### config.mk
export PLATFORM = sky130hd
export DESIGN_NAME = sram_arbiter_fsm
export DESIGN_NICKNAME = d
export VERILOG_FILES = /design/src/source/sram_arbiter_fsm.sv
export SDC_FILE = /design/constraint.sdc
export NUM_CORES = 1
export LEC_CHECK = 0
export ABC_CLOCK_PERIOD_IN_PS = 3550
export BUFFER_PORTS_ARGS = -buffer_cell sky130_fd_sc_hd__buf_4
export CAP_MARGIN = 20
export CORE_AREA = 8 8 45 47
export DETAILED_ROUTE_END_ITERATION = 8
export DIE_AREA = 0 0 53 55
export PLACE_DENSITY = 0.34
export SLEW_MARGIN = 40
export SYNTH_ARGS = -nofsm -noshare
export SYNTH_HDL_FRONTEND = slang
export SYNTH_SLANG_ARGS = --single-unit
### constraint.sdc
create_clock -name clk -period 3.55 [get_ports clk]
set_clock_uncertainty 0.15 [all_clocks]
set_input_delay 0.1775 -clock clk [delete_from_list [all_inputs] [get_ports clk]]
set_output_delay 0.1775 -clock clk [all_outputs]
set_load 0.02 [all_outputs]
### src/source/sram_arbiter_fsm.sv
`timescale 1ns/1ns

module sram_arbiter_fsm (
  input  logic clk,
  input  logic rst_n,
  input  logic rd_req,
  input  logic wr_req,
  input  logic access_done,
  output logic rd_grant,
  output logic wr_grant,
  output logic timer_start
);

  typedef enum logic [1:0] {
    st_idle,
    st_rd_busy,
    st_wr_busy
  } state_t;

  state_t state;
  state_t state_next;
  logic   pick_rd;
  logic   pick_wr;

  // remembers which channel won last, for turn taking on a tie
  logic   last_rd;

  // a read wins when alone, or on a tie when the write went last
  assign pick_rd = (state == st_idle) && rd_req && (!wr_req || !last_rd);
  assign pick_wr = (state == st_idle) && wr_req && !pick_rd;

  always_comb begin
    state_next = state;
    case (state)
      st_idle: begin
        if (pick_rd) begin
          state_next = st_rd_busy;
        end else if (pick_wr) begin
          state_next = st_wr_busy;
        end
      end
      st_rd_busy, st_wr_busy: begin
        if (access_done) begin
          state_next = st_idle;
        end
      end
      default: state_next = st_idle;
    endcase
  end

  // grants are one-cycle pulses, the busy states cover the rest of the access
  always_ff @(posedge clk) begin
    if (!rst_n) begin
      state    <= st_idle;
      rd_grant <= 1'b0;
      wr_grant <= 1'b0;
      last_rd  <= 1'b0;
    end else begin
      state    <= state_next;
      rd_grant <= pick_rd;
      wr_grant <= pick_wr;
      if (pick_rd || pick_wr) begin
        last_rd <= pick_rd;
      end
    end
  end

  // the bank command goes out in the grant cycle, so timing starts there too
  assign timer_start = rd_grant || wr_grant;

endmodule

==> metrics.md <==
| Metric | Value |
|---|---|
| Antenna violations before repair | `0` |
| Pint | `approximately 0.00012 W` |
| Least-Margin Pin Slew | `roughly 0.22 ns` |
| Slowest cell delay on critical path | `roughly 0.33 ns` |
| Met3 Wirelength | `roughly 82 µm` |
| Setup Fix Bufs, Post-CTS | `0` |
| Row count | `14` |
| VDD IR-drop max | `about 0.00017 V` |
| Top-area cell type share of the netlist area | `between 40 and 50%` |
| Vias in the first global route | `222` |
| RSZ-0062 raised after global routing | `false` |
| WP data required | `between 3 and 4 ns` |
| Fmax | `around 670 MHz` |
| #FFs+latches synth | `5` |
| Count of cell types in the netlist | `15` |
| Post-DP HPWL | `between 400 and 500 µm` |
| Met2 routed WL | `roughly 180 µm` |
| Fin crit share | `42.3%` |
| Combinational share of power | `21.8%` |
| Proportion of layout cells with a drive suffix above 1 | `37.1%` |
| DRC viols | `0` |
| # fillers | `157` |
| Sink Count | `5` |
| PostCTS Resize Cnt | `0` |
| DR iter-0 viols | `4` |
| Critical Path End Type | `register` |
| Placed instance count | `47` |
| Seq/Total Area, Yosys | `~44%` |
| Arrival time of the worst setup path | `1.48 ns` |
| Via count | `209` |
| Max Used Layer | `met4` |
| DIE WIDTH | `~53 µm` |
| Area growth from synthesis to layout | `43.4%` |
| Total grt overflow | `0` |
| Vias per cell | `between 4 and 5` |
| Post-route insts no fill | `51` |
| Total GRT Usage | `approximately 4.6%` |
| Minimum clock period | `1.50 ns` |
| Setup TNS | `0 ns` |
| Maximum capacitance violations | `0` |
| CTS root buf | `clkbuf_4` |
| Synth Cell Area | `228 µm²` |
| Final Hold Viols | `0` |
| Crit Path Category | `reg -> reg` |
| Status | `finished, final reports clean` |
| First-pass GRT wire length | `~900 µm` |
| Switching Fraction | `about 27%` |
| Critical-path maximum fanout | `3` |
| Startpoint types | `register` |
| Die Height | `~55 µm` |
| Port Buffers | `7` |
| Largest net degree at the start of global routing | `7` |
| Clock transition at path regs | `approximately 0.04 ns` |
| DRT met1 WL | `a little over 200 µm` |
| Largest cells by area after synthesis | `dfxtp_1, a21oi_1, ha_1` |
| LEAKAGE | `around 0.15 nW` |
| Pre-antenna DRT Iters | `4` |
| Power Density | `roughly 520 nW/µm²` |
| Syn avg cell area | `between 9 and 10 µm²` |
| Nets | `42` |
| P_sw | `between 0.00004 and 0.00005 W` |
| Hold Buf Count CTS | `0` |
| Cts bufs inserted | `3` |
| Mapped Cells | `24` |
| Final wirelength | `about 500 µm` |
| CP max-delay cell | `mux2_1` |
| Io pins | `8` |
| CP Cell Sequence | `inv_1, ha_1, and2b_1, nor2_1, mux2_1` |
| Antenna Nets Post-Route | `0` |
| H-tree depth | `1` |
| Wirelength per Cell | `9.67 µm` |
| Largest area contributor in the netlist | `dfxtp_1` |
| Diodes inserted | `0` |
| Hold/Removal Path Class | `in -> reg` |
| GPL Wtd Cong | `about 0.75` |
| Clock latency on the worst-skew pair | `approximately 0.25 ns` |
| Initial Util | `16.5%` |
| Post-synthesis net count | `30` |
| Final setup viols | `0` |
| Pins over their slew limit | `0` |
| Sequential power share | `38.5%` |
| Clock buffer depth | `2` |
| Syn. warnings | `0` |
| TritonCTS clock tree | `built` |
| CP delay by family, top | `multiplexers` |
| Power share of the clock group | `between 30% and 40%` |
| Max_slew headroom | `a little under nine tenths` |
| Core Box Area | `1380 µm²` |
| Die area | `roughly 2900 µm²` |
| WP buf/inv | `1` |
cell type report:
| class | instances | area, µm² | share of cell area, % |
|---|---|---|---|
| multi-input combinational | 16 | 116 | 35.6 |
| sequential | 5 | 100 | 30.7 |
| timing repair buffer | 7 | 52.6 | 16.1 |
| clock buffer | 4 | 26.3 | 8.05 |
| tap | 16 | 20.0 | 6.13 |
| inverter | 3 | 11.3 | 3.45 |
cells in the mapped netlist:
| library cell | number |
|---|---|
| a21oi_1 | 3 |
| a311oi_1 | 1 |
| and2b_1 | 1 |
| and4_2 | 1 |
| dfxtp_1 | 5 |
| ha_1 | 1 |
| inv_1 | 3 |
| mux2_1 | 1 |
| nand2b_1 | 1 |
| nand3_1 | 1 |
| nand4b_1 | 1 |
| nor2_1 | 2 |
| nor3b_2 | 1 |
| o21ai_0 | 1 |
| or2_2 | 1 |
cell usage in the layout (no fill, tap or decap), drive strengths merged:
cell type	n
nand3	1
clkbuf	4
a21oi	3
dfxtp	5
buf	7
ha	1
o21ai	1
or2	1
mux2	1
and4	1
inv	3
nand2b	1
nor3b	1
and2b	1
nand4b	1
a311oi	1
nor2	2
routing by layer:
| layer | up-vias | GRT usage [%] |
|---|---|---|
| li1 | 106 | - |
| met1 | 85 | 4.39 |
| met2 | 16 | 5.66 |
| met3 | 2 | 4.01 |
| met4 | 0 | 5.17 |
| met5 | - | 0 |
per-stage QoR:
step           hold WS, ns  util [%]  worst slack, ns  cell area [µm²]  total power (W)
2_1_floorplan        0.132         -             2.11              228        0.0000891
3_3_place_gp         0.270      21.7             2.05              300         0.000103
3_5_place_dp         0.284      21.7             2.05              300         0.000103
4_1_cts             0.0219      23.6             2.04              327         0.000172
5_1_grt             0.0432      23.6             1.95              327         0.000182
6_report            0.0188      23.6             2.05              327         0.000169
power groups by stage:
stage	sequential [W]	combinational (W)	clock, W
2_1_floorplan	0.0000680	0.0000211	0
3_3_place_gp	0.0000659	0.0000367	0
3_5_place_dp	0.0000660	0.0000374	0
4_1_cts	0.0000649	0.0000374	0.0000697
5_1_grt	0.0000658	0.0000421	0.0000744
6_report	0.0000650	0.0000368	0.0000668
final timing paths:
kind | from | to | slack [ns] | cells past startpoint
setup / recovery | state[0] | state[0] | 2.05 | 5
hold / removal | wr_req | rd_grant | 0.02 | 2
setup reg to reg | state[0] | state[0] | 2.05 | 5
hold reg to reg | state[1] | state[1] | 0.33 | 2
cells by family (layout without fill, tap and decap cells):
kind of cell             after synthesis  after routing  synth area share (%)
AND/OR/NAND/NOR                        9              9                  28.0
adder cells (fa/ha/maj)                1              1                  5.49
flip-flops                             5              5                  44.0
AO/OA/AOI/OAI                          5              5                  12.6
buffers and inverters                  3             14                  4.94
multiplexers                           1              1                  4.94
worst reg2reg max path: stages (launching register included):
cell and delay [ns]:
dfxtp_1 0.30, inv_1 0.05, ha_1 0.27, and2b_1 0.17
nor2_1 0.13, mux2_1 0.33
flip-flops by register name, indices dropped and copies added, names as in the netlist:
register  cells
rd_grant      1
wr_grant      1
last_rd       1
state         2
No activity file was read; power rests on OpenSTA's default activity.
