`src/source/axil_pkg.sv`:
```
package axil_pkg;

  // byte address seen on the AXI-Lite bus
  localparam int axil_addr_width = 12;

  localparam int axil_data_width = 32;

  // one strobe bit per data byte
  localparam int axil_strb_width = axil_data_width / 8;

  // address bits that select a byte inside one word
  localparam int addr_lsb = $clog2(axil_strb_width);

  // response code carried on rresp and bresp
  typedef logic [1:0] resp_t;

  // the bank never fails, so OKAY is the only code ever returned
  localparam resp_t resp_okay = 2'b00;

endpackage

```
`src/source/sram_pkg.sv`:
```
package sram_pkg;

  // word address into the bank
  localparam int sram_addr_width = 10;

  localparam int sram_words = 1 << sram_addr_width;

  localparam int sram_data_width = 32;

  // number of wait cycles that one bank access occupies
  localparam int access_cycles = 2;

  // one storage word of the bank
  typedef logic [sram_data_width-1:0] word_t;

  // byte enables for a partial write
  typedef logic [sram_data_width/8-1:0] strb_t;

endpackage

```
`src/source/axil_sram_if_rd.sv`:
```
`timescale 1ns/1ns

module axil_sram_if_rd (
  input  logic                                clk,
  input  logic                                rst_n,
  input  logic                                arvalid,
  input  logic [axil_pkg::axil_addr_width-1:0] araddr,
  output logic                                arready,
  output logic                                rvalid,
  input  logic                                rready,
  output sram_pkg::word_t                     rdata,
  output logic [1:0]                          rresp,
  output logic                                rd_req,
  input  logic                                rd_grant,
  output logic [sram_pkg::sram_addr_width-1:0] rd_addr,
  input  logic                                access_done,
  input  sram_pkg::word_t                     bank_rdata
);
  import axil_pkg::*;
  import sram_pkg::*;

  logic rd_pending;
  logic slot_full;

  // set on the AR handshake, so a write's access_done is not taken for ours
  always_ff @(posedge clk) begin
    if (!rst_n) begin
      rd_pending <= 1'b0;
    end else if (rd_grant) begin
      rd_pending <= 1'b1;
    end else if (access_done) begin
      rd_pending <= 1'b0;
    end
  end

  // hold off while the previous read data has not been taken
  assign rd_req  = arvalid && !slot_full && !rd_pending;
  assign arready = rd_grant;
  assign rd_addr = araddr[axil_addr_width-1:addr_lsb];

  resp_slot #(
    .payload_t(word_t)
  ) i_r_slot (
    .clk      (clk),
    .rst_n    (rst_n),
    .load     (access_done && rd_pending),
    .load_data(bank_rdata),
    .valid    (rvalid),
    .ready    (rready),
    .data     (rdata),
    .full     (slot_full)
  );

  assign rresp = resp_okay;

endmodule

```
`src/source/resp_slot.sv`:
```
`timescale 1ns/1ns

module resp_slot #(
  parameter type payload_t = logic [31:0]
) (
  input  logic     clk,
  input  logic     rst_n,
  input  logic     load,
  input  payload_t load_data,
  output logic     valid,
  input  logic     ready,
  output payload_t data,
  output logic     full
);

  // the valid flag is the only control state here
  always_ff @(posedge clk) begin
    if (!rst_n) begin
      valid <= 1'b0;
    end else if (load) begin
      valid <= 1'b1;
    end else if (valid && ready) begin
      valid <= 1'b0;
    end
  end

  always_ff @(posedge clk) begin
    if (load) begin
      data <= load_data;
    end
  end

  // the owner must not start another access while a response waits here
  assign full = valid;

endmodule

```
`config.mk`:
```
export PLATFORM = sky130hd
export DESIGN_NAME = axil_sram_if_rd
export DESIGN_NICKNAME = d
export VERILOG_FILES = /design/src/source/axil_pkg.sv /design/src/source/sram_pkg.sv /design/src/source/axil_sram_if_rd.sv /design/src/source/resp_slot.sv
export SDC_FILE = /design/constraint.sdc
export NUM_CORES = 1
export LEC_CHECK = 0
export BUFFER_PORTS_ARGS = -buffer_cell sky130_fd_sc_hd__buf_2
export CAP_MARGIN = 15
export CORE_MARGIN = 2
export CORE_UTILIZATION = 37
export CTS_CLUSTER_SIZE = 14
export DETAILED_ROUTE_END_ITERATION = 8
export PLACE_DENSITY = 0.77
export SLEW_MARGIN = 20
export SYNTH_ARGS = -nofsm -noshare
export SYNTH_HDL_FRONTEND = slang
export SYNTH_SLANG_ARGS = --single-unit
```
`constraint.sdc`:
```
create_clock -name clk -period 1.1 [get_ports clk]
set_input_delay 0.165 -clock clk [delete_from_list [all_inputs] [get_ports clk]]
set_output_delay 0.165 -clock clk [all_outputs]
set_load 0.005 [all_outputs]
```
==> results of run 1 <==
==> state kept, by name (all words and copies together), names as in the netlist <==
| signal | cells |
|---|---|
| i_r_slot.data | 32 |
| i_r_slot.full | 1 |
| rd_pending | 1 |
==> stage by stage <==
stage	utilization	total power (W)	setup TNS (ns)
6_report	0.632	0.00259	-0.0163
5_1_grt	0.632	0.00270	-0.0761
3_3_place_gp	0.498	0.00166	0
2_1_floorplan	-	0.00158	0
4_1_cts	0.608	0.00260	-0.0342
3_5_place_dp	0.498	0.00167	0
==> layer usage <==
metal,part of all wire,GRT usage,vias to the layer above
li1,-,-,385
met1,0.32,0.131,367
met2,0.54,0.259,60
met3,0.13,0.106,4
met4,0.011,0.0476,0
met5,0,0,-
==> path summary, 6_finish.rpt <==
kind	start	to	slack (ns)	depth (start not counted)
worst max-delay path	i_r_slot.full	rd_req	-0.02	2
worst min-delay path	rst_n	i_r_slot.full	0.07	2
worst max register to register	rd_pending	i_r_slot.data[5]	0.13	2
worst min register to register	rd_pending	rd_pending	0.63	2
==> final cells by class <==
cell class	count	area share
Clock buffer	7	0.0237
Clock inverter	1	0.0158
Multi-Input combinational cell	8	0.0297
Sequential cell	34	0.529
Tap cell	33	0.0218
Timing Repair Buffer	106	0.380
==> logic make-up after synthesis <==
| logic type | count (synthesis) | synth area share |
|---|---|---|
| flops | 34 | 0.873 |
| buf+inv | 13 | 0.0851 |
| simple gates | 4 | 0.0251 |
| compound gates | 2 | 0.0131 |
| other cells | 1 | 0.00327 |
==> power by group <==
group          switching [W]  internal, W
sequential         0.0000119      0.00147
clock               0.000378     0.000482
combinational      0.0000835     0.000167
==> worst max-delay path, delay by kind of cell, from the launching register on <==
family | cells | cell delay [ns]
flops | 1 | 0.34
simple gates | 1 | 0.17
buf+inv | 1 | 0.13
==> placed cells by master, fill, tap and decap left out <==
master | netlist | final
edfxtp_1 | 32 | 32
dfxtp_2 | 0 | 2
bufinv_16 | 0 | 1
clkbuf_4 | 0 | 5
nor3b_2 | 0 | 1
buf_12 | 0 | 2
o21a_1 | 2 | 2
nor2b_1 | 2 | 2
conb_1 | 1 | 2
and2_4 | 1 | 1
buf_2 | 0 | 72
clkbuf_1 | 0 | 2
dlygate4sd3_1 | 0 | 32
==> timing repair <==
item                                   in CTS  in global routing
hold buffers                               25                  7
pin swaps                                   1                  1
setup endpoints to repair                   1                  1
resized for setup                           3                  0
endpoints found under the hold margin      25                  7
==> metrics.txt, run 1 <==
status finished, violations left; violated checks negative setup slack; GPL Wtd Cong 0.597; CP peak stage delay 0.34 ns; cells taking the most area after synthesis edfxtp_1 84%, buf_4 8.5%, dfxtp_1 3.5%; via count 816; CP Cell Sequence nor3b_2 > buf_2; Clock Tree Buf Depth 2; Critical Path RT 0.94 ns; synth warn 0; core area 3000 µm²; WHS 0.0691 ns; async set-reset flop share out of synthesis 0; vias in the first global route 866; average wire per standard cell 13.6 µm; Antenna Violating Nets Remaining 0; final setup vio count 1; first-pass GRT wire length 3.71 mm; top achievable clock speed 896 MHz; multi-input combinational cell area 56.3 µm²; Clock Skew 0.0112 ns; post-detail-place hpwl 1.69 mm; syn_area_per_cell 21.2 µm²; Fillers 243; synth unique cells 8; crit start category register; Hold WC Path Type primary input to register; CTS buffer count 5; Die Area 3560 µm²; Remaining Overflow, GRT 0; Crit Path Max Fanout 3; initial antenna violation count 0; CP endpoint kind output pin; sequential area share after synthesis 0.873; Final Hold Viols 0; CTS H-tree lvls 2; DP Cell Count 149; commonest cells in the netlist 32 x edfxtp_1, 13 x buf_4, 2 x dfxtp_1, 2 x nor2b_1, 2 x o21a_1; count of non-filler cells in the finished layout 189; Global Route Usage Sum 0.148; vias per cell 4.32; Port Buf Inserts 72; clock sinks 34; Final WS setup -0.0163 ns; final slew viol count 0; largest net degree at the start of global routing 21; share of post-route cells with drive strength above 1 0.538; Max VDD drop 981 µV; crit path kind register to output pin; top-count cell post-synth edfxtp_1; Final #Nets 205; Worst Path Arrival 0.95 ns; Chip Height 59.7 µm; Lkg Pwr 0.812 nW; post-CTS setup buffer count 0; Cells after Synth 54; total wire length 2.57 mm; number of synthesized flops with an enable pin 32; RSZ-0062 raised after global routing true; row count 20; FF+latch area 1000 µm²; I/O Pins 97; clock latency on the worst-skew pair 0.33 ns; share of the synthesized area in the top cell type 0.838; Initial Utilization 0.382; largest area contributor in the netlist edfxtp_1; DP Worst Slack 0.117 ns; area grow syn2layout 65.5%; Post-Syn Area 1150 µm²; Tmin final 1.12 ns; first-pass iteration count of the detailed router 3; pwr dens 1360 nW/µm²; Tcrit/Tclk final 1.01; CTS tree done; Post-synth top flop edfxtp_1; register bit total from synthesis 34; drt drc 0; Final Instance Area 1900 µm²; Reg clk slew, reported paths 0.08 ns; clock root buffer clkbuf_4; ANT cells 0; Max Cap Viol 0; CP max stage cell dfxtp_2; Die Wd 59.7 µm; Post-Place Cell Area 1490 µm²; 1st-iter DRT viols 13
(Power assumes the default switching activity.)
==> inputs of run 2 (changes only) <==
--- a/config.mk
+++ b/config.mk
@@ -5,13 +5,14 @@
 export SDC_FILE = /design/constraint.sdc
 export NUM_CORES = 1
 export LEC_CHECK = 0
+export ABC_AREA = 1
 export BUFFER_PORTS_ARGS = -buffer_cell sky130_fd_sc_hd__buf_2
 export CAP_MARGIN = 15
 export CORE_MARGIN = 2
 export CORE_UTILIZATION = 37
 export CTS_CLUSTER_SIZE = 14
 export DETAILED_ROUTE_END_ITERATION = 8
-export PLACE_DENSITY = 0.77
+export PLACE_DENSITY_LB_ADDON = 0.08
 export SLEW_MARGIN = 20
 export SYNTH_ARGS = -nofsm -noshare
 export SYNTH_HDL_FRONTEND = slang
==> run 2 against run 1 <==
  * The run still ends with negative setup slack left
  * Clock skew shrank 0.0086 ns
  * Worst hold slack improved by 0.014 ns
  * Critical endpoint unchanged
  * Clock power decreased by 31%
  * Power down 9.8%
  * Via count up 2.0%
  * Sequential power about the same
  * Core utilization grew 0.46 points
  * First-iteration DRC count shrank 46%
  * Synthesized cell count increased by 9.3%
  * Flip-flop and latch count did not move
  * Setup slack gained 0.013 ns
  * Non-clock buffer count is 2 higher
==> metrics.txt, run 2 <==
status finished, violations left; violated checks negative setup slack; Post-synth top flop edfxtp_1; top achievable clock speed 906 MHz; sequential area share after synthesis 0.866; clock latency on the worst-skew pair 0.32 ns; vias in the first global route 685; most frequent cells in the layout 71 x buf_2, 32 x dlygate4sd3_1, 32 x edfxtp_1; crit start category register; Lkg Pwr 0.831 nW; Most flops, register i_r_slot.data; RSZ-0062 raised after global routing true; Post-Synth Adder-Cell Area 0; Critical Path RT 0.94 ns; GPL Wtd Cong 0.599; CP endpoint kind output pin; largest net degree at the start of global routing 19; Hold WC Path Type primary input to register; Clock Skew 0.00260 ns; final slew viol count 0; cells taking the most area after synthesis edfxtp_1 83%, buf_4 8.4%, dfxtp_1 3.5%; CTS buffer count 5; Final Hold Viols 0; Worst setup startpoint i_r_slot.full; pwr dens 1220 nW/µm²; vias per cell 4.27; share of post-route cells with drive strength above 1 0.537; Worst R2R Start rd_pending; share of the synthesized area in the top cell type 0.831; Psw 0.000454 W; DP Worst Slack 0.104 ns; Clock Tree Buf Depth 2; async set-reset flop share out of synthesis 0; xor/xnor cell area share of the yosys netlist 0; most common cell after layout, fill and taps aside buf_2; crit path kind register to output pin; Final Instance Area 1910 µm²; Max Cap Viol 0; I/O Pins 97; average wire per standard cell 11.9 µm; core area 3000 µm²; initial antenna violation count 0; post-detail-place hpwl 1.42 mm; Antenna Violating Nets Remaining 0; CP peak stage delay 0.33 ns; synth warn 0; register bit total from synthesis 34; top-count cell post-synth edfxtp_1; post-synthesis mux area share 0; largest family of logic cells by synthesized area buffers and inverters; Global Route Usage Sum 0.120; Reg clk slew, reported paths 0.09 ns; Tcrit/Tclk final 1.00; row count 20; max reg flops 32; largest area contributor in the netlist edfxtp_1; first-pass iteration count of the detailed router 3; Worst Path Buf+Inv 1; Final #Nets 212; internal power 0.00188 W; Clk pwr share 0.255; Max VDD drop 704 µV; WHS 0.0834 ns; commonest cells in the netlist 32 x edfxtp_1, 13 x buf_4, 5 x inv_1, 2 x dfxtp_1, 2 x nand2_1; Cells after Synth 59; Initial Utilization 0.385; ANT cells 0; number of synthesized flops with an enable pin 32; Worst Path Arrival 0.94 ns; switching share of power 0.194; drt drc 0; CTS tree done; area grow syn2layout 65.3%; CP max stage cell dfxtp_2; Tmin final 1.10 ns; first-pass GRT wire length 2.86 mm; Flop pwr share 0.633; 1st-iter DRT viols 7; clock root buffer clkbuf_4; Crit Path Max Fanout 2; total wire length 2.31 mm; Final WS setup -0.00327 ns; Top delay family on crit path flip-flops; final setup vio count 1; Post-Place Cell Area 1510 µm²; synth unique cells 10; Post-Synth Simple-Gate Area 0.0184; Chip Height 59.9 µm; CTS H-tree lvls 2; Port Buf Inserts 72; min-delay src rst_n; via count 832; setup TNS -0.00327 ns; CP Cell Sequence nor3b_2 > buf_2; Post-Syn Area 1160 µm²; clock sinks 34; Die Area 3590 µm²; combinational fraction of design power 0.112; Die Wd 59.9 µm; Remaining Overflow, GRT 0; Compound-Gate Fraction of Synth Area 0.0119; syn_area_per_cell 19.6 µm²
run 2: final cells by class:
class	count	area [µm²]
timing repair buffer	108	746
fill	232	1090
tap	33	41.3
sequential	34	1000
inverter	5	22.5
multi-input combinational	8	52.6
clock buffer	7	45.0
run 2: worst register-to-register path: cells and delay by family (launching register included):
| kind | cells | cell delay [ns] |
|---|---|---|
| buffers and inverters | 3 | 0.37 |
| flip-flops | 1 | 0.35 |
| AND/OR/NAND/NOR | 1 | 0.05 |
run 2: final timing paths:
path,end,slack [ns],cells after the start
hold reg to reg,i_r_slot.full,0.60,3
setup reg to reg,i_r_slot.data[26],0.05,4
setup / recovery,rd_req,-0.003,2
hold / removal,i_r_slot.full,0.08,3
run 2: logic make-up after synthesis:
kind of cell / after synthesis
other cells: 1
flops: 34
compound gates: 2
buf+inv: 18
simple gates: 4
run 2: per-stage QoR:
step | util | cells | total power (W)
finish | 0.636 | 195 | 0.00233
global placement | 0.503 | 154 | 0.00166
floorplan | - | 60 | 0.00158
CTS | 0.563 | 174 | 0.00231
global route | 0.636 | 195 | 0.00246
detailed placement | 0.503 | 154 | 0.00167
run 2: timing repair:
item	4_1_cts	5_1_grt
gates cloned	0	0
hold buffers	11	21
setup buffers	2	0
pin swaps	1	1
hold endpoints to repair	11	21
endpoints found under the setup margin	1	11
resized for setup	3	2
run 2: power groups by stage:
stage / combinational [W] / sequential [W] / clock [W]
after floorplan: 0.0000659 / 0.00151 / 0
after global placement: 0.000158 / 0.00151 / 0
after detailed placement: 0.000162 / 0.00151 / 0
after CTS: 0.000203 / 0.00148 / 0.000630
after global routing: 0.000287 / 0.00148 / 0.000688
final: 0.000262 / 0.00148 / 0.000595
run 2: metal layers:
metal  wire (µm)  share of wire  vias to the layer above  track usage
li1            -              -                      397            -
met1         739           0.32                      378        0.100
met2        1300           0.56                       47        0.197
met3         224          0.097                       10       0.0823
met4          51          0.022                        0       0.0825
met5           0              0                        -            0
